### src/ifu_defines.svh
/*
 ifu shared constants
 widths of fetch addresses and instruction words, the boot address
 and the bubble encoding used by the IF/ID register
 */

`ifndef IFU_DEFINES_SVH
`define IFU_DEFINES_SVH

// datapath widths
`define INST_ADDR_WIDTH 32          // byte address of an instruction
`define INST_DATA_WIDTH 32          // one uncompressed instruction word

// address stepping
`define INST_STEP       32'd4       // bytes per instruction word

// boot vector
`define PC_RESET_ADDR   32'h8000_0000   // first fetch after reset

// bubble
`define INST_NOP        32'h0000_0013   // addi x0,x0,0

`endif
### src/ifu_pkg.sv
/*
 ifu type package
 address, instruction and redirect-cause types shared by the
 fetch controller, PC generator and IF/ID register
 */

`default_nettype none

`include "ifu_defines.svh"

package ifu_pkg;

    // fetch address, byte granular
    typedef logic [`INST_ADDR_WIDTH-1:0] inst_addr_t;

    // raw instruction word from memory
    typedef logic [`INST_DATA_WIDTH-1:0] inst_data_t;

    // why the pc is being steered this cycle
    typedef enum logic [1:0] {
        REDIR_NONE    = 2'd0,   // sequential fetch
        REDIR_JUMP    = 2'd1,   // execute took a jump
        REDIR_FLUSH   = 2'd2,   // external pipeline flush
        REDIR_REFETCH = 2'd3    // matching word lost to a decode stall
    } redir_cause_e;

endpackage

`default_nettype wire

### src/ifu_top.sv
/*
 instruction fetch unit top
 connects the fetch controller, PC generator and IF/ID register
 to the request bus and the decode stage
 */

`timescale 1ns/1ps
`default_nettype none

`include "ifu_defines.svh"

module ifu_top
    import ifu_pkg::*;
(
    input  wire               clk,
    input  wire               rst_n_i,

    // execute and pipeline control
    input  wire               jump_flag_i,     // jump strobe
    input  wire  inst_addr_t  jump_addr_i,     // jump target
    input  wire               flush_flag_i,    // flush strobe
    input  wire  inst_addr_t  flush_addr_i,    // flush restart address
    input  wire               stall_if_i,      // decode stall level

    // request bus
    input  wire               arready_i,       // bus ready level
    output wire               req_o,           // fetch request
    output wire  inst_addr_t  req_addr_o,      // fetch address

    // response bus
    input  wire               rsp_valid_i,     // response pulse
    input  wire  inst_data_t  rsp_inst_i,      // instruction word
    input  wire  inst_addr_t  rsp_addr_i,      // echoed address

    // decode side
    output wire  inst_data_t  inst_o,
    output wire  inst_addr_t  inst_addr_o,
    output wire               inst_valid_o
);

    wire               redir;          // pc steer strobe
    wire redir_cause_e redir_cause;    // steer reason
    wire inst_addr_t   redir_addr;     // steer target
    wire               accept;         // response goes into IF/ID
    wire               flush;          // IF/ID bubble

    ifu_ctrl u_ifu_ctrl (
        .clk          (clk),
        .rst_n_i      (rst_n_i),
        .jump_flag_i  (jump_flag_i),
        .jump_addr_i  (jump_addr_i),
        .flush_flag_i (flush_flag_i),
        .flush_addr_i (flush_addr_i),
        .stall_if_i   (stall_if_i),
        .rsp_valid_i  (rsp_valid_i),
        .rsp_addr_i   (rsp_addr_i),
        .req_o        (req_o),
        .redir_o      (redir),
        .redir_cause_o(redir_cause),
        .redir_addr_o (redir_addr),
        .accept_o     (accept),
        .flush_o      (flush)
    );

    ifu_pc_gen u_ifu_pc_gen (
        .clk          (clk),
        .rst_n_i      (rst_n_i),
        .redir_i      (redir),
        .redir_cause_i(redir_cause),
        .redir_addr_i (redir_addr),
        .arready_i    (arready_i),     // straight from bus
        .req_i        (req_o),
        .pc_o         (req_addr_o)     // pc is the request address
    );

    ifu_pipe u_ifu_pipe (
        .clk          (clk),
        .rst_n_i      (rst_n_i),
        .inst_i       (rsp_inst_i),
        .inst_addr_i  (rsp_addr_i),
        .accept_i     (accept),
        .flush_i      (flush),
        .stall_i      (stall_if_i),
        .inst_o       (inst_o),
        .inst_addr_o  (inst_addr_o),
        .inst_valid_o (inst_valid_o)
    );

endmodule

`default_nettype wire

### src/ifu_pipe.sv
/*
 IF/ID pipeline register
 passes an accepted instruction and its address to decode, holds
 on a stall and drops to a NOP bubble on a flush
 */

`timescale 1ns/1ps
`default_nettype none

`include "ifu_defines.svh"

module ifu_pipe
    import ifu_pkg::*;
(
    input  wire               clk,
    input  wire               rst_n_i,

    input  wire  inst_data_t  inst_i,          // word from bus response
    input  wire  inst_addr_t  inst_addr_i,     // its address
    input  wire               accept_i,        // controller took the word
    input  wire               flush_i,         // insert a bubble
    input  wire               stall_i,         // decode holding

    output inst_data_t        inst_o,          // to decode
    output inst_addr_t        inst_addr_o,     // to decode
    output logic              inst_valid_o     // decode may consume
);

    // valid flag, the only control state here
    always_ff @(posedge clk or negedge rst_n_i) begin
        if (!rst_n_i) begin
            inst_valid_o <= 1'b0;
        end else if (flush_i) begin
            inst_valid_o <= 1'b0;           // bubble
        end else if (!stall_i) begin
            inst_valid_o <= accept_i;       // empty slot if nothing came in
        end
    end

    // payload, loaded only when something useful arrives
    always_ff @(posedge clk) begin
        if (flush_i) begin
            inst_o <= `INST_NOP;            // address left as is
        end else if (!stall_i && accept_i) begin
            inst_o      <= inst_i;
            inst_addr_o <= inst_addr_i;
        end
    end

    // decode never sees a valid slot with an unknown payload
    a_valid_known : assert property (
        @(posedge clk) disable iff (!rst_n_i)
        inst_valid_o |-> !$isunknown({inst_o, inst_addr_o})
    ) else $error("IF/ID valid with unknown instruction or address");

endmodule

`default_nettype wire

### src/ifu_pc_gen.sv
/*
 program counter generator
 holds the fetch pc and picks the next one from redirect target,
 sequential step on a taken request, or hold under back-pressure
 */

`timescale 1ns/1ps
`default_nettype none

`include "ifu_defines.svh"

module ifu_pc_gen
    import ifu_pkg::*;
(
    input  wire                clk,
    input  wire                rst_n_i,

    input  wire                redir_i,        // steer strobe from controller
    input  wire  redir_cause_e redir_cause_i,  // reason for the steer
    input  wire  inst_addr_t   redir_addr_i,   // steer target
    input  wire                arready_i,      // bus can take a request
    input  wire                req_i,          // request is being driven

    output inst_addr_t         pc_o            // current fetch address
);

    inst_addr_t pc_nxt;     // next pc value
    logic       req_taken;  // bus took the request this cycle

    assign req_taken = req_i && arready_i;

    // redirect first, then advance only on a taken request
    always_comb begin
        if (redir_i) begin
            pc_nxt = redir_addr_i;
        end else if (req_taken) begin
            pc_nxt = pc_o + `INST_STEP;
        end else begin
            pc_nxt = pc_o;                  // back-pressure, repeat request
        end
    end

    always_ff @(posedge clk or negedge rst_n_i) begin
        if (!rst_n_i) begin
            pc_o <= `PC_RESET_ADDR;
        end else begin
            pc_o <= pc_nxt;
        end
    end

    // word aligned fetch only, no compressed support
    a_pc_align : assert property (
        @(posedge clk) disable iff (!rst_n_i)
        pc_o[1:0] == 2'b00
    ) else $error("misaligned pc %h", pc_o);

    // steer targets land on a word boundary
    a_redir_align : assert property (
        @(posedge clk) disable iff (!rst_n_i)
        redir_i |-> (redir_addr_i[1:0] == 2'b00)
    ) else $error("%s target %h not word aligned", redir_cause_i.name(), redir_addr_i);

endmodule

`default_nettype wire

### src/ifu_ctrl.sv
/*
 fetch controller
 tracks the address decode expects next, accepts or drops bus
 responses against it, and raises pc redirects for jump, flush
 and refetch after a stalled response
 */

`timescale 1ns/1ps
`default_nettype none

`include "ifu_defines.svh"

module ifu_ctrl
    import ifu_pkg::*;
(
    input  wire               clk,
    input  wire               rst_n_i,

    input  wire               jump_flag_i,     // execute jump strobe
    input  wire  inst_addr_t  jump_addr_i,     // jump target
    input  wire               flush_flag_i,    // pipeline flush strobe
    input  wire  inst_addr_t  flush_addr_i,    // flush restart address
    input  wire               stall_if_i,      // decode cannot take a word

    input  wire               rsp_valid_i,     // bus response pulse
    input  wire  inst_addr_t  rsp_addr_i,      // echoed request address

    output logic              req_o,           // fetch request to bus
    output logic              redir_o,         // steer pc this cycle
    output redir_cause_e      redir_cause_o,   // reason for the steer
    output inst_addr_t        redir_addr_o,    // new pc on redirect
    output logic              accept_o,        // load response into IF/ID
    output logic              flush_o          // bubble the IF/ID register
);

    inst_addr_t exp_addr_q;     // next address decode should see
    logic       rst_done_q;     // low for one cycle after reset release
    logic       rsp_match;      // response is the expected word
    logic       refetch;        // expected word arrived while stalled

    // keeps req_o quiet in the first cycle out of reset
    always_ff @(posedge clk or negedge rst_n_i) begin
        if (!rst_n_i) begin
            rst_done_q <= 1'b0;
        end else begin
            rst_done_q <= 1'b1;
        end
    end

    assign rsp_match = rsp_valid_i && (rsp_addr_i == exp_addr_q);   // stale words miss here
    assign refetch   = rsp_match && stall_if_i;                     // word is lost, go back

    // jump beats flush, flush beats refetch
    always_comb begin
        redir_cause_o = REDIR_NONE;
        redir_addr_o  = exp_addr_q;     // refetch target by default
        if (jump_flag_i) begin
            redir_cause_o = REDIR_JUMP;
            redir_addr_o  = jump_addr_i;
        end else if (flush_flag_i) begin
            redir_cause_o = REDIR_FLUSH;
            redir_addr_o  = flush_addr_i;
        end else if (refetch) begin
            redir_cause_o = REDIR_REFETCH;
        end
    end

    assign redir_o  = (redir_cause_o != REDIR_NONE);
    assign req_o    = rst_done_q && !redir_o;                       // no request while steering
    assign accept_o = rsp_match && !stall_if_i && !redir_o;
    assign flush_o  = jump_flag_i || flush_flag_i;                  // refetch keeps stalled outputs

    // expected address follows redirects and accepted words
    always_ff @(posedge clk or negedge rst_n_i) begin
        if (!rst_n_i) begin
            exp_addr_q <= `PC_RESET_ADDR;
        end else if (redir_o) begin
            exp_addr_q <= redir_addr_o;             // restart point
        end else if (accept_o) begin
            exp_addr_q <= exp_addr_q + `INST_STEP;  // next word in order
        end
    end

    // expected address stays on a word boundary
    a_exp_align : assert property (
        @(posedge clk) disable iff (!rst_n_i)
        exp_addr_q[1:0] == 2'b00
    ) else $error("expected address %h not word aligned", exp_addr_q);

endmodule

`default_nettype wire

### config.mk
export PLATFORM = sky130hd
export DESIGN_NAME = ifu_top
export DESIGN_NICKNAME = d
export VERILOG_FILES = /design/src/ifu_pkg.sv /design/src/ifu_top.sv /design/src/ifu_pipe.sv /design/src/ifu_pc_gen.sv /design/src/ifu_ctrl.sv
export VERILOG_INCLUDE_DIRS = /design/src
export SDC_FILE = /design/constraint.sdc
export NUM_CORES = 1
export LEC_CHECK = 0
export BUFFER_PORTS_ARGS = -buffer_cell sky130_fd_sc_hd__buf_2
export CAP_MARGIN = 10
export CORE_MARGIN = 8
export CORE_UTILIZATION = 30
export CTS_BUF_LIST = sky130_fd_sc_hd__clkbuf_16
export CTS_CLUSTER_SIZE = 40
export DETAILED_ROUTE_END_ITERATION = 16
export PLACE_DENSITY_LB_ADDON = 0.25
export REMOVE_ABC_BUFFERS = 1
export SLEW_MARGIN = 5
export SYNTH_ARGS = -nofsm -noshare
export SYNTH_HDL_FRONTEND = slang
export SYNTH_SLANG_ARGS = --single-unit
### constraint.sdc
create_clock -name clk -period 6.81 [get_ports clk]
set_input_delay 0.681 -clock clk [delete_from_list [all_inputs] [get_ports clk]]
set_output_delay 0.681 -clock clk [all_outputs]
set_load 0.01 [all_outputs]
==> report_table.html, run 1 <==
<table>
<tr><th>Metric</th><th>Value</th></tr>
<tr><th colspan="2">Yosys</th></tr>
<tr><td>Cell with the most instances after synthesis</td><td>sky130_fd_sc_hd__nor2_1</td></tr>
<tr><td>Most used flip-flop cell after synthesis</td><td>sky130_fd_sc_hd__dfrtp_1</td></tr>
<tr><td>Number of library cell types mapped by synthesis</td><td>61</td></tr>
<tr><td>Post-synthesis average cell area</td><td>9.75 sq um</td></tr>
<tr><td>Async set-reset flop share out of synthesis</td><td>0.500</td></tr>
<tr><td>Netlist area before placement</td><td>7080 sq um</td></tr>
<tr><td>Number of synthesized flops with an enable pin</td><td>32</td></tr>
<tr><td>Top cells by area, synth</td><td>sky130_fd_sc_hd__dfrtp_1 22%, sky130_fd_sc_hd__edfxtp_1 14%, sky130_fd_sc_hd__mux2i_1 12%, sky130_fd_sc_hd__dfxtp_1 9.0%, sky130_fd_sc_hd__nor2_1 4.6%</td></tr>
<tr><td>Flop and latch count out of synthesis</td><td>128</td></tr>
<tr><td>Cell type with the largest total area after synthesis</td><td>sky130_fd_sc_hd__dfrtp_1</td></tr>
<tr><td>Post-synthesis sequential area ratio</td><td>0.453</td></tr>
<tr><td>Post-synthesis cell count</td><td>726</td></tr>
<tr><td>Ys Warns</td><td>0</td></tr>
<tr><td>Most used standard cells in the synthesized netlist</td><td>87 x sky130_fd_sc_hd__nor2_1, 83 x sky130_fd_sc_hd__mux2i_1, 62 x sky130_fd_sc_hd__dfrtp_1</td></tr>
<tr><td>Share of Yosys cell area claimed by the top area cell type</td><td>0.219</td></tr>
<tr><th colspan="2">Global routing</th></tr>
<tr><td>Global-route wire length before repair</td><td>38200 um</td></tr>
<tr><td>Pin count of the biggest net entering global routing</td><td>66</td></tr>
<tr><td>Routing usage on met2</td><td>0.288</td></tr>
<tr><td>Total congestion overflow after global routing</td><td>0</td></tr>
<tr><td>Fraction of met3 tracks used by global routing</td><td>0.0491</td></tr>
<tr><td>Via count of the first global-routing pass</td><td>6260</td></tr>
<tr><td>Gr usage total</td><td>0.175</td></tr>
<tr><td>Met1 capacity usage during global routing</td><td>0.220</td></tr>
<tr><td>Antenna violations before repair</td><td>2</td></tr>
<tr><td>GRT busiest layer</td><td>met2</td></tr>
<tr><th colspan="2">Setup path</th></tr>
<tr><td>Required time reported for the critical path endpoint</td><td>6130 ps</td></tr>
<tr><td>Signal arrival time at the worst endpoint</td><td>3150 ps</td></tr>
<tr><td>Sort of element at the start of the critical path</td><td>flop</td></tr>
<tr><td>Critical path endpoint category</td><td>output pin</td></tr>
<tr><td>Worst Path Class, Setup</td><td>reg2out</td></tr>
<tr><td>Maximum fanout along the worst path</td><td>34</td></tr>
<tr><th colspan="2">Layout</th></tr>
<tr><td>Area growth from synthesis to final layout</td><td>27.9%</td></tr>
<tr><td>Layout cells sized above 1</td><td>0.320</td></tr>
<tr><td>Filler cell count</td><td>2417</td></tr>
<tr><td># nets final</td><td>1075</td></tr>
<tr><td>Number of antenna diodes</td><td>0</td></tr>
<tr><th colspan="2">Placement</th></tr>
<tr><td>Buffers on Ports</td><td>232</td></tr>
<tr><td>Setup WS pre-CTS</td><td>3070 ps</td></tr>
<tr><td>Gp weighted congestion</td><td>0.781</td></tr>
<tr><td>HPWL reported at the end of detailed placement</td><td>19600 um</td></tr>
<tr><th colspan="2">Die</th></tr>
<tr><td>Die X</td><td>170 um</td></tr>
<tr><td>Height of the die</td><td>170 um</td></tr>
<tr><td>Die area</td><td>28800 sq um</td></tr>
<tr><td>Starting Density</td><td>0.304</td></tr>
<tr><td>Ports</td><td>233</td></tr>
<tr><td>Placement row count</td><td>56</td></tr>
<tr><td>Placeable core area</td><td>23300 sq um</td></tr>
<tr><th colspan="2">Route</th></tr>
<tr><td>DRC violation total after the first TritonRoute iteration</td><td>506</td></tr>
<tr><td>Routed WL</td><td>25900 um</td></tr>
<tr><td>Via Count</td><td>6296</td></tr>
<tr><td>Number of iterations in the first detailed-routing pass</td><td>5</td></tr>
<tr><td>Routed length per placed instance</td><td>20.4 um</td></tr>
<tr><td>Ratio of routed vias to standard cells</td><td>4.96</td></tr>
<tr><td>Final ANT Viol Nets</td><td>0</td></tr>
<tr><td>Final routed DRC violation total</td><td>0</td></tr>
<tr><th colspan="2">STA</th></tr>
<tr><td>Number of max-slew violations in the final report</td><td>0</td></tr>
<tr><td>Post-layout min period</td><td>3830 ps</td></tr>
<tr><td>Sum of negative setup slack</td><td>0 ps</td></tr>
<tr><td>Worst rel slew slack</td><td>0.350</td></tr>
<tr><td>Setup repair after global routing missed its margin</td><td>false</td></tr>
<tr><td>Final count of negative-setup-slack endpoints</td><td>0</td></tr>
<tr><td>Final critical-path setup slack</td><td>2980 ps</td></tr>
<tr><td>Largest clock skew in the final design</td><td>12.7 ps</td></tr>
<tr><td>Post-route fraction of the period consumed by the critical path</td><td>0.562</td></tr>
<tr><td>Final number of hold-violating endpoints</td><td>0</td></tr>
<tr><td>FMAX</td><td>261 MHz</td></tr>
<tr><td>Pin slew with the least headroom to its limit</td><td>973 ps</td></tr>
<tr><th colspan="2">Min path</th></tr>
<tr><td>Worst Hold Class</td><td>in2reg</td></tr>
<tr><th colspan="2">Clock tree</th></tr>
<tr><td>TritonCTS buffer count</td><td>17</td></tr>
<tr><td>CTS root buf</td><td>sky130_fd_sc_hd__clkbuf_16</td></tr>
<tr><td>Number of buffers inserted for hold repair after clock tree synthesis</td><td>0</td></tr>
<tr><td>Maximum clock path buffer count</td><td>2</td></tr>
<tr><td>Post-cts sizing count</td><td>0</td></tr>
<tr><td>Sink count of the clock tree</td><td>128</td></tr>
<tr><td>Post-CTS setup-driven buffer insertion count</td><td>0</td></tr>
<tr><td>Worst-Skew Late Latency</td><td>430 ps</td></tr>
<tr><td>Clock H-tree levels</td><td>4</td></tr>
<tr><td>CTS tree</td><td>done</td></tr>
<tr><td>Clock Pin Slew Worst Setup and Hold Paths</td><td>70 ps</td></tr>
<tr><th colspan="2">Pwr</th></tr>
<tr><td>Leakage power total</td><td>0.00388 uW</td></tr>
<tr><td>Overall power</td><td>2150 uW</td></tr>
<tr><td>Power density normalized to cell area</td><td>237 nW/um^2</td></tr>
<tr><td>Highest ir drop seen on vdd</td><td>0.000114 V</td></tr>
<tr><th colspan="2">Run</th></tr>
<tr><td>Number of maximum-capacitance constraint violations</td><td>0</td></tr>
<tr><th colspan="2">Run status</th></tr>
<tr><td>Outcome</td><td>completed</td></tr>
</table>
through the flow:
stage	cell area [sq um]	hold slack (ps)	utilization	cells
2_1_floorplan	6830	385	-	675
3_3_place_gp	8500	454	0.364	1238
3_5_place_dp	8500	458	0.364	1238
4_1_cts	9050	435	0.388	1270
5_1_grt	9050	434	0.388	1270
6_report	9050	448	0.388	1270
cells in the final DEF, fill, tap and decap left out, types with 3 or more instances in the layout:
cell type                   Yosys  final
sky130_fd_sc_hd__buf_2          5    232
sky130_fd_sc_hd__nor2_1        87     85
sky130_fd_sc_hd__mux2i_1       83     83
sky130_fd_sc_hd__dfrtp_1       62     62
sky130_fd_sc_hd__a21oi_1       56     56
sky130_fd_sc_hd__nand2_1       39     39
sky130_fd_sc_hd__xnor2_1       37     37
sky130_fd_sc_hd__edfxtp_1      32     32
sky130_fd_sc_hd__dfxtp_1       32     32
sky130_fd_sc_hd__nand3_1       30     30
sky130_fd_sc_hd__xor2_1        20     20
sky130_fd_sc_hd__clkbuf_16      0     18
sky130_fd_sc_hd__nand4_1       17     17
sky130_fd_sc_hd__o22a_1        16     16
sky130_fd_sc_hd__and3_1        14     14
sky130_fd_sc_hd__a21oi_2       14     14
sky130_fd_sc_hd__inv_1         11     12
sky130_fd_sc_hd__o21ai_0       12     12
sky130_fd_sc_hd__buf_4          7     12
sky130_fd_sc_hd__nor3_1        10     10
sky130_fd_sc_hd__nor4_1         9      8
sky130_fd_sc_hd__and4_1         8      8
sky130_fd_sc_hd__o22ai_1        8      8
sky130_fd_sc_hd__nand2b_1       6      6
sky130_fd_sc_hd__nor2b_1        6      6
sky130_fd_sc_hd__a31oi_1        6      6
sky130_fd_sc_hd__inv_6          0      5
sky130_fd_sc_hd__a211oi_1       4      4
sky130_fd_sc_hd__clkinv_4       0      4
sky130_fd_sc_hd__or3_1          3      3
sky130_fd_sc_hd__nor4_2         2      3
sky130_fd_sc_hd__or4_1          3      3
sky130_fd_sc_hd__and2_1         3      3
sky130_fd_sc_hd__a21boi_0       3      3
sky130_fd_sc_hd__o32a_1         3      3
sky130_fd_sc_hd__mux2_2         3      3
sky130_fd_sc_hd__o2bb2ai_1      3      3
critical path, cell delays in order, from the launching register on:
cell                      delay [ps]
sky130_fd_sc_hd__dfrtp_1         450
sky130_fd_sc_hd__xnor2_1         230
sky130_fd_sc_hd__nand4_1         160
sky130_fd_sc_hd__or3_1           460
sky130_fd_sc_hd__nor4_2          490
sky130_fd_sc_hd__a21o_1          190
sky130_fd_sc_hd__buf_4           470
sky130_fd_sc_hd__nor2_1           80
sky130_fd_sc_hd__buf_2           160
layer usage:
metal  part of all wire  vias up
li1                   -     3059
met5            0.00039        -
met2               0.48      213
met4              0.013        2
met3              0.067       20
met1               0.44     3002
flip-flops by register name, summed over array words and instances (netlist names):
signal,flops
u_ifu_pipe.inst_o,32
u_ifu_ctrl.exp_addr_q,31
u_ifu_pipe.inst_valid_o,1
u_ifu_pipe.inst_addr_o,32
u_ifu_pc_gen.pc_o,31
u_ifu_ctrl.rst_done_q,1
power by group:
group	leakage [uW]	internal, uW	switching, uW	total [uW]
combinational	0.00229	158	189	347
sequential	0.00131	835	94.3	929
clock	0.000283	492	380	872
cells by family after synthesis:
family | synth area share
multiplexers | 0.122
adder cells (fa/ha/maj) | 0.00353
XOR/XNOR | 0.0705
buffers and inverters | 0.0417
other | 0.000530
flip-flops | 0.453
AO/OA/AOI/OAI | 0.136
AND/OR/NAND/NOR | 0.173
area by class of cell:
cell class	instances	area [sq um]	area share
multi-input cells	536	3600	0.398
flip-flops and latches	128	3210	0.354
repair buffers	244	1250	0.138
clock buffers	18	450	0.0497
well taps	319	399	0.0441
clock inverters	14	105	0.0116
inverters	11	41.3	0.00456
final timing paths:
kind,from,to,slack (ps),depth (start not counted)
min in group asynchronous,rst_n_i,u_ifu_pc_gen.pc_o[12]$_DFFE_PN0P_,470,2
min,rsp_addr_i[6],u_ifu_pipe.inst_addr_o[6]$_DFFE_PP_,450,1
max,u_ifu_ctrl.exp_addr_q[13]$_DFFE_PN0P_,req_o,2980,8
min reg2reg,u_ifu_pipe.inst_o[0]$_SDFFE_PP1P_,u_ifu_pipe.inst_o[0]$_SDFFE_PP1P_,480,2
max reg2reg,u_ifu_ctrl.exp_addr_q[13]$_DFFE_PN0P_,u_ifu_pc_gen.pc_o[18]$_DFFE_PN0P_,3820,7
max in group asynchronous,rst_n_i,u_ifu_ctrl.exp_addr_q[27]$_DFFE_PN0P_,5740,2
Note: power is estimated with default switching activity, not from simulation.
==> run 2, diff against run 1 <==
clock period = 3.5 ns   (was 6.81 ns; I/O delays follow)
==> run 2 against run 1 <==
  * Sequential power rose by 94%
  * Largest cell class unchanged
  * Cell area grew 1.3%
  * Flip-flop and latch count is the same
  * Register-to-register slack worse by 3200 ps
  * Via count grew 1.9%
  * Total power grew 100%
  * Sequential share of layout area decreased by 0.45 points
  * Core utilization up 0.50 points
  * Global-route usage rose by 0.51 points
  * Clock power increased by 110%
==> report_table.html, run 2 (synthesis gave the netlist of run 1 again) <==
<table>
<tr><th>Metric</th><th>Value</th></tr>
<tr><th colspan="2">Layout</th></tr>
<tr><td>Filler cell count</td><td>2381 (-1.5%)</td></tr>
<tr><td># nets final</td><td>1081 (+0.56%)</td></tr>
<tr><td>Most common cell after layout, fill and taps aside</td><td>sky130_fd_sc_hd__buf_2</td></tr>
<tr><td>Biggest registers after layout</td><td>u_ifu_pipe.inst_addr_o (32), u_ifu_pipe.inst_o (32)</td></tr>
<tr><td>Commonest cells after routing, fill and taps aside</td><td>232 x sky130_fd_sc_hd__buf_2, 85 x sky130_fd_sc_hd__nor2_1, 83 x sky130_fd_sc_hd__mux2i_1</td></tr>
<tr><td>Final non-filler cell total</td><td>1277 (+0.55%)</td></tr>
<tr><td>Area growth from synthesis to final layout</td><td>29.5%</td></tr>
<tr><td>Layout cells sized above 1</td><td>0.323 (+0.00322)</td></tr>
<tr><th colspan="2">Global routing</th></tr>
<tr><td>Via count of the first global-routing pass</td><td>6472 (+3.4%)</td></tr>
<tr><td>Gr usage total</td><td>0.180 (+0.00505)</td></tr>
<tr><td>Antenna violations before repair</td><td>2 (unchanged)</td></tr>
<tr><td>Pin count of the biggest net entering global routing</td><td>38 (-42%)</td></tr>
<tr><td>Global-route wire length before repair</td><td>39500 um (+3.4%)</td></tr>
<tr><td>Total congestion overflow after global routing</td><td>0 (unchanged)</td></tr>
<tr><th colspan="2">Pwr</th></tr>
<tr><td>Highest ir drop seen on vdd</td><td>0.000302 V (+170%)</td></tr>
<tr><td>Power density normalized to cell area</td><td>469 nW/um^2 (+98%)</td></tr>
<tr><td>Leakage power total</td><td>0.00392 uW (+1.3%)</td></tr>
<tr><td>Overall power</td><td>4300 uW (+100%)</td></tr>
<tr><th colspan="2">Clock tree</th></tr>
<tr><td>Post-cts sizing count</td><td>0 (unchanged)</td></tr>
<tr><td>CTS tree</td><td>done</td></tr>
<tr><td>Clock H-tree levels</td><td>4 (unchanged)</td></tr>
<tr><td>Worst-Skew Late Latency</td><td>440 ps (about the same)</td></tr>
<tr><td>TritonCTS buffer count</td><td>17 (unchanged)</td></tr>
<tr><td>CTS root buf</td><td>sky130_fd_sc_hd__clkbuf_16</td></tr>
<tr><td>Maximum clock path buffer count</td><td>2 (unchanged)</td></tr>
<tr><td>Clock Pin Slew Worst Setup and Hold Paths</td><td>60 ps (about the same)</td></tr>
<tr><td>Sink count of the clock tree</td><td>128 (unchanged)</td></tr>
<tr><th colspan="2">Setup path</th></tr>
<tr><td>Required time reported for the critical path endpoint</td><td>3150 ps (-2980 ps)</td></tr>
<tr><td>CP Cell Sequence</td><td>xnor2_1 &gt; nand4_1 &gt; or3_1 &gt; nor4_2 &gt; a21o_1 &gt; nor2_1 &gt; buf_2</td></tr>
<tr><td>Sort of element at the start of the critical path</td><td>flop</td></tr>
<tr><td>Signal arrival time at the worst endpoint</td><td>2810 ps (-340 ps)</td></tr>
<tr><td>Critical path endpoint category</td><td>output pin</td></tr>
<tr><td>Maximum fanout along the worst path</td><td>6 (-82%)</td></tr>
<tr><td>Worst Path Class, Setup</td><td>reg2out</td></tr>
<tr><td>Worst path slowest cell</td><td>sky130_fd_sc_hd__nor4_2</td></tr>
<tr><td>CP max stage delay</td><td>500 ps (about the same)</td></tr>
<tr><th colspan="2">STA</th></tr>
<tr><td>Pin slew with the least headroom to its limit</td><td>742 ps (-232 ps)</td></tr>
<tr><td>Final worst hold slack</td><td>119 ps (-328 ps)</td></tr>
<tr><td>Setup repair after global routing missed its margin</td><td>false</td></tr>
<tr><td>Largest clock skew in the final design</td><td>17.0 ps (+4.31 ps)</td></tr>
<tr><td>Final critical-path setup slack</td><td>340 ps (-2640 ps)</td></tr>
<tr><td>Worst rel slew slack</td><td>0.506 (+0.156)</td></tr>
<tr><td>Number of max-slew violations in the final report</td><td>0 (unchanged)</td></tr>
<tr><td>Final count of negative-setup-slack endpoints</td><td>0 (unchanged)</td></tr>
<tr><td>Final number of hold-violating endpoints</td><td>0 (unchanged)</td></tr>
<tr><td>Sum of negative setup slack</td><td>0 ps (unchanged)</td></tr>
<tr><td>FMAX</td><td>316 MHz</td></tr>
<tr><td>Post-route fraction of the period consumed by the critical path</td><td>0.903</td></tr>
<tr><td>Post-layout min period</td><td>3160 ps</td></tr>
<tr><th colspan="2">Die</th></tr>
<tr><td>Height of the die</td><td>170 um (unchanged)</td></tr>
<tr><td>Die X</td><td>170 um (unchanged)</td></tr>
<tr><td>Die area</td><td>28800 sq um (unchanged)</td></tr>
<tr><td>Placement row count</td><td>56 (unchanged)</td></tr>
<tr><td>Placeable core area</td><td>23300 sq um (unchanged)</td></tr>
<tr><td>Starting Density</td><td>0.304 (unchanged)</td></tr>
<tr><td>Ports</td><td>233 (unchanged)</td></tr>
<tr><th colspan="2">Min path</th></tr>
<tr><td>Worst Hold Class</td><td>in2reg</td></tr>
<tr><th colspan="2">Placement</th></tr>
<tr><td>Cells after DPL</td><td>1243 (+0.40%)</td></tr>
<tr><td>Setup WS pre-CTS</td><td>607 ps (-2460 ps)</td></tr>
<tr><td>HPWL reported at the end of detailed placement</td><td>20300 um (+3.4%)</td></tr>
<tr><td>Buffers on Ports</td><td>232 (unchanged)</td></tr>
<tr><td>Gp weighted congestion</td><td>0.828 (+6.0%)</td></tr>
<tr><th colspan="2">Route</th></tr>
<tr><td>Routed WL</td><td>26300 um (+1.3%)</td></tr>
<tr><td>Number of iterations in the first detailed-routing pass</td><td>5 (unchanged)</td></tr>
<tr><td>Final routed DRC violation total</td><td>0 (unchanged)</td></tr>
<tr><td>DRC violation total after the first TritonRoute iteration</td><td>632 (+25%)</td></tr>
<tr><td>Final ANT Viol Nets</td><td>0 (unchanged)</td></tr>
<tr><td>Routed length per placed instance</td><td>20.6 um (+0.73%)</td></tr>
<tr><td>Ratio of routed vias to standard cells</td><td>5.02 (+1.3%)</td></tr>
<tr><td>Via Count</td><td>6416 (+1.9%)</td></tr>
<tr><th colspan="2">Run</th></tr>
<tr><td>Number of maximum-capacitance constraint violations</td><td>0 (unchanged)</td></tr>
<tr><th colspan="2">Run status</th></tr>
<tr><td>Outcome</td><td>completed</td></tr>
</table>
==> run 2: routing by layer <==
layer  routed length (um)  GRT usage
met5                    8          0
met4                  511     0.0577
met3                 1950     0.0488
met2                12500      0.289
met1                11200      0.231
==> run 2: repair_timing <==
item	CTS	global route
setup endpoints to repair	0	0
hold buffers	1	0
buffers inserted	0	0
hold endpoints to repair	26	0
==> run 2: cell type report <==
cell class	count	area, sq um	share of cell area
Sequential cell	128	3210	0.350
Clock buffer	19	475	0.0518
Inverter	11	41.3	0.00450
Multi-Input combinational cell	536	3600	0.393
Tap cell	319	399	0.0435
Clock inverter	13	121	0.0132
Timing Repair Buffer	250	1320	0.144
Antenna cell	1	2.50	0.000273
==> run 2: worst max-delay path: cells and delay by family (launching register included) <==
kind / cells / cell delay [ps]
flip-flops: 1 / 440
XOR/XNOR: 1 / 250
AO/OA/AOI/OAI: 1 / 310
AND/OR/NAND/NOR: 4 / 1210
buffers and inverters: 1 / 160
==> run 2: metrics by stage <==
stage / util / cell area, sq um
floorplan: - / 6830
global placement: 0.367 / 8560
detailed placement: 0.367 / 8560
CTS: 0.393 / 9170
global route: 0.393 / 9170
finish: 0.393 / 9170
==> run 2: final timing paths <==
| kind | startpoint | to | slack [ps] | cells after the start |
|---|---|---|---|---|
| worst max-delay path | u_ifu_ctrl.exp_addr_q[13]$_DFFE_PN0P_ | req_o | 340 | 7 |
| worst min-delay path | rsp_addr_i[8] | u_ifu_pipe.inst_addr_o[8]$_DFFE_PP_ | 120 | 1 |
| worst max register to register | u_ifu_ctrl.exp_addr_q[13]$_DFFE_PN0P_ | u_ifu_pc_gen.pc_o[18]$_DFFE_PN0P_ | 610 | 7 |
| worst min register to register | u_ifu_pipe.inst_o[1]$_SDFFE_PP1P_ | u_ifu_pipe.inst_o[1]$_SDFFE_PP1P_ | 470 | 2 |
| max in group asynchronous | rst_n_i | u_ifu_ctrl.exp_addr_q[31]$_DFFE_PN1P_ | 2230 | 3 |
| min in group asynchronous | rst_n_i | u_ifu_pc_gen.pc_o[13]$_DFFE_PN0P_ | 520 | 2 |
==> run 2: where the power goes <==
group	leakage, uW	total, uW	switching [uW]	internal [uW]
registers	0.00131	1800	173	1620
logic	0.00232	693	378	315
clock network	0.000297	1810	744	1070
==> run 3, diff against run 2 <==
clock period = 3.4 ns   (was 3.5 ns; I/O delays follow)
==> run 3 against run 2 <==
  * Sequential share of layout area rose by 0.091 points
  * Non-clock buffer count increased by 2
  * Die area did not move
  * Via count increased by 0.42%
  * Clock skew decreased by 6.0 ps
  * First-iteration DRC count down 13%
  * Worst hold slack got worse by 7.2 ps
  * Clock power is essentially flat
  * Total power grew 0.91%
  * Flip-flop and latch count unchanged
  * Register-to-register slack improved by 70 ps
  * Cell area shrank 0.26%
==> report_table.html, run 3 (synthesis gave the netlist of run 1 again) <==
<table>
<tr><th>Metric</th><th>Value</th></tr>
<tr><th colspan="2">Route</th></tr>
<tr><td>Via Count</td><td>6443 (+0.42%)</td></tr>
<tr><td>Number of iterations in the first detailed-routing pass</td><td>6 (+1)</td></tr>
<tr><td>Ratio of routed vias to standard cells</td><td>5.04 (+0.26%)</td></tr>
<tr><td>Final routed DRC violation total</td><td>0 (unchanged)</td></tr>
<tr><td>Routed length per placed instance</td><td>20.5 um (-0.24%)</td></tr>
<tr><td>Final ANT Viol Nets</td><td>0 (unchanged)</td></tr>
<tr><td>DRC violation total after the first TritonRoute iteration</td><td>551 (-13%)</td></tr>
<tr><td>Routed WL</td><td>26200 um (about the same)</td></tr>
<tr><th colspan="2">Placement</th></tr>
<tr><td>HPWL reported at the end of detailed placement</td><td>20200 um (-0.32%)</td></tr>
<tr><td>Gp weighted congestion</td><td>0.837 (+1.1%)</td></tr>
<tr><td>Instance area after placement</td><td>8580 sq um (+0.26%)</td></tr>
<tr><td>Cells after DPL</td><td>1246 (+0.24%)</td></tr>
<tr><td>Buffers on Ports</td><td>232 (unchanged)</td></tr>
<tr><td>Setup WS pre-CTS</td><td>696 ps (+89.1 ps)</td></tr>
<tr><th colspan="2">Layout</th></tr>
<tr><td>Multi-input combinational cell area</td><td>3600 sq um (unchanged)</td></tr>
<tr><td>Layout cells sized above 1</td><td>0.325 (+0.00245)</td></tr>
<tr><td>Post-Route Utilization</td><td>0.392 (-0.00102)</td></tr>
<tr><td>Total non-filler cell area in the finished layout</td><td>9150 sq um (-0.26%)</td></tr>
<tr><td># nets final</td><td>1083 (+0.19%)</td></tr>
<tr><td>Biggest registers after layout</td><td>u_ifu_pipe.inst_addr_o (32), u_ifu_pipe.inst_o (32)</td></tr>
<tr><td>Most common cell after layout, fill and taps aside</td><td>sky130_fd_sc_hd__buf_2</td></tr>
<tr><td>Commonest cells after routing, fill and taps aside</td><td>232 x sky130_fd_sc_hd__buf_2, 85 x sky130_fd_sc_hd__nor2_1, 83 x sky130_fd_sc_hd__mux2i_1</td></tr>
<tr><td>Filler cell count</td><td>2410 (+1.2%)</td></tr>
<tr><td>Sequential cell area in the final layout</td><td>3210 sq um (unchanged)</td></tr>
<tr><td>Final non-filler cell total</td><td>1279 (+0.16%)</td></tr>
<tr><td>Area growth from synthesis to final layout</td><td>29.2%</td></tr>
<tr><th colspan="2">Setup path</th></tr>
<tr><td>CP max stage delay</td><td>460 ps (-40 ps)</td></tr>
<tr><td>Critical path endpoint category</td><td>output pin</td></tr>
<tr><td>Worst Path Class, Setup</td><td>reg2out</td></tr>
<tr><td>Maximum fanout along the worst path</td><td>6 (unchanged)</td></tr>
<tr><td>Worst path slowest cell</td><td>sky130_fd_sc_hd__or3_1</td></tr>
<tr><td>CP Cell Sequence</td><td>xnor2_1 &gt; nand4_1 &gt; or3_1 &gt; nor4_2 &gt; buf_4 &gt; a21o_1 &gt; nor2_1 &gt; buf_2</td></tr>
<tr><td>Required time reported for the critical path endpoint</td><td>3060 ps (-90 ps)</td></tr>
<tr><td>Sort of element at the start of the critical path</td><td>flop</td></tr>
<tr><td>Signal arrival time at the worst endpoint</td><td>2630 ps (-180 ps)</td></tr>
<tr><td>Worst Reg2Reg Path Length in Cells</td><td>8 (+1)</td></tr>
<tr><th colspan="2">STA</th></tr>
<tr><td>Final number of hold-violating endpoints</td><td>0 (unchanged)</td></tr>
<tr><td>Post-layout min period</td><td>2970 ps</td></tr>
<tr><td>Largest clock skew in the final design</td><td>11.0 ps (-6.02 ps)</td></tr>
<tr><td>Number of max-slew violations in the final report</td><td>0 (unchanged)</td></tr>
<tr><td>Worst rel slew slack</td><td>0.394 (-0.112)</td></tr>
<tr><td>Post-route fraction of the period consumed by the critical path</td><td>0.873</td></tr>
<tr><td>Setup repair after global routing missed its margin</td><td>false</td></tr>
<tr><td>Final count of negative-setup-slack endpoints</td><td>0 (unchanged)</td></tr>
<tr><td>FMAX</td><td>337 MHz</td></tr>
<tr><td>Final critical-path setup slack</td><td>432 ps (+92.4 ps)</td></tr>
<tr><td>Pin slew with the least headroom to its limit</td><td>910 ps (+168 ps)</td></tr>
<tr><th colspan="2">Die</th></tr>
<tr><td>Placement row count</td><td>56 (unchanged)</td></tr>
<tr><td>Starting Density</td><td>0.304 (unchanged)</td></tr>
<tr><td>Die X</td><td>170 um (unchanged)</td></tr>
<tr><td>Die area</td><td>28800 sq um (unchanged)</td></tr>
<tr><td>Height of the die</td><td>170 um (unchanged)</td></tr>
<tr><td>Placeable core area</td><td>23300 sq um (unchanged)</td></tr>
<tr><td>Ports</td><td>233 (unchanged)</td></tr>
<tr><th colspan="2">Clock tree</th></tr>
<tr><td>Clock H-tree levels</td><td>4 (unchanged)</td></tr>
<tr><td>Maximum clock path buffer count</td><td>2 (unchanged)</td></tr>
<tr><td>CTS tree</td><td>done</td></tr>
<tr><td>Post-cts sizing count</td><td>0 (unchanged)</td></tr>
<tr><td>Number of buffers inserted for hold repair after clock tree synthesis</td><td>0 (-1)</td></tr>
<tr><td>TritonCTS buffer count</td><td>17 (unchanged)</td></tr>
<tr><td>Clock Pin Slew Worst Setup and Hold Paths</td><td>60 ps (about the same)</td></tr>
<tr><td>CTS root buf</td><td>sky130_fd_sc_hd__clkbuf_16</td></tr>
<tr><td>Worst-Skew Late Latency</td><td>430 ps (about the same)</td></tr>
<tr><td>Post-CTS setup-driven buffer insertion count</td><td>0 (unchanged)</td></tr>
<tr><td>Sink count of the clock tree</td><td>128 (unchanged)</td></tr>
<tr><th colspan="2">Global routing</th></tr>
<tr><td>Global-route wire length before repair</td><td>39100 um (-1.1%)</td></tr>
<tr><td>Antenna violations before repair</td><td>3 (+1)</td></tr>
<tr><td>Total congestion overflow after global routing</td><td>0 (unchanged)</td></tr>
<tr><td>Pin count of the biggest net entering global routing</td><td>65 (+71%)</td></tr>
<tr><td>Via count of the first global-routing pass</td><td>6394 (-1.2%)</td></tr>
<tr><td>Gr usage total</td><td>0.179 (-0.000923)</td></tr>
<tr><th colspan="2">Min path</th></tr>
<tr><td>Worst Hold Class</td><td>in2async</td></tr>
<tr><th colspan="2">Pwr</th></tr>
<tr><td>Highest ir drop seen on vdd</td><td>0.000300 V (-0.64%)</td></tr>
<tr><td>Leakage power total</td><td>0.00391 uW (-0.45%)</td></tr>
<tr><td>Power density normalized to cell area</td><td>475 nW/um^2 (+1.2%)</td></tr>
<tr><th colspan="2">Run</th></tr>
<tr><td>Number of maximum-capacitance constraint violations</td><td>0 (unchanged)</td></tr>
<tr><th colspan="2">Run status</th></tr>
<tr><td>Outcome</td><td>completed</td></tr>
</table>
==> run 3: cell type report <==
type / count / share of cell area
Timing Repair Buffer: 252 / 0.146
Clock inverter: 15 / 0.0148
Multi-Input combinational cell: 536 / 0.394
Antenna cell: 1 / 0.000274
Tap cell: 319 / 0.0436
Sequential cell: 128 / 0.350
Inverter: 11 / 0.00451
Clock buffer: 17 / 0.0465
==> run 3: worst paths after layout <==
path / start / end / slack, ps
setup / recovery: u_ifu_ctrl.exp_addr_q[13]$_DFFE_PN0P_ / req_o / 430
hold / removal: rst_n_i / u_ifu_pc_gen.pc_o[18]$_DFFE_PN0P_ / 110
setup reg to reg: u_ifu_ctrl.exp_addr_q[13]$_DFFE_PN0P_ / u_ifu_pc_gen.pc_o[18]$_DFFE_PN0P_ / 680
hold reg to reg: u_ifu_pipe.inst_o[4]$_SDFFE_PP1P_ / u_ifu_pipe.inst_o[4]$_SDFFE_PP1P_ / 470
max in group asynchronous: rst_n_i / u_ifu_ctrl.exp_addr_q[29]$_DFFE_PN0P_ / 2680
min in group clk: rsp_addr_i[31] / u_ifu_pipe.inst_addr_o[31]$_DFFE_PP_ / 110
==> run 3: critical path, delay by kind of cell, from the launching register on <==
family	cells	cell delay, ps
xor+xnor	1	260
buf+inv	2	340
compound gates	1	220
simple gates	4	930
flops	1	450
==> run 3: per-layer routing <==
metal,part of all wire,GRT usage,vias to the layer above
met5,0.00061,0,-
met4,0.021,0.0577,4
met3,0.073,0.0486,37
met2,0.48,0.287,253
met1,0.43,0.229,3085
li1,-,-,3064
==> run 3: power breakdown <==
group / total, uW / switching, uW / internal (uW)
clock: 1790 / 772 / 1010
combinational: 705 / 385 / 320
sequential: 1850 / 180 / 1670
total: 4340 / 1340 / 3010
==> run 3: per-stage QoR <==
step	total power [uW]	TNS (ps)	hold slack, ps
after CTS	4380	0	100
final	4340	0	112
after floorplan	2210	-103930	44.4
after detailed placement	2590	0	457
after global routing	4540	0	97.8
after global placement	2590	0	452
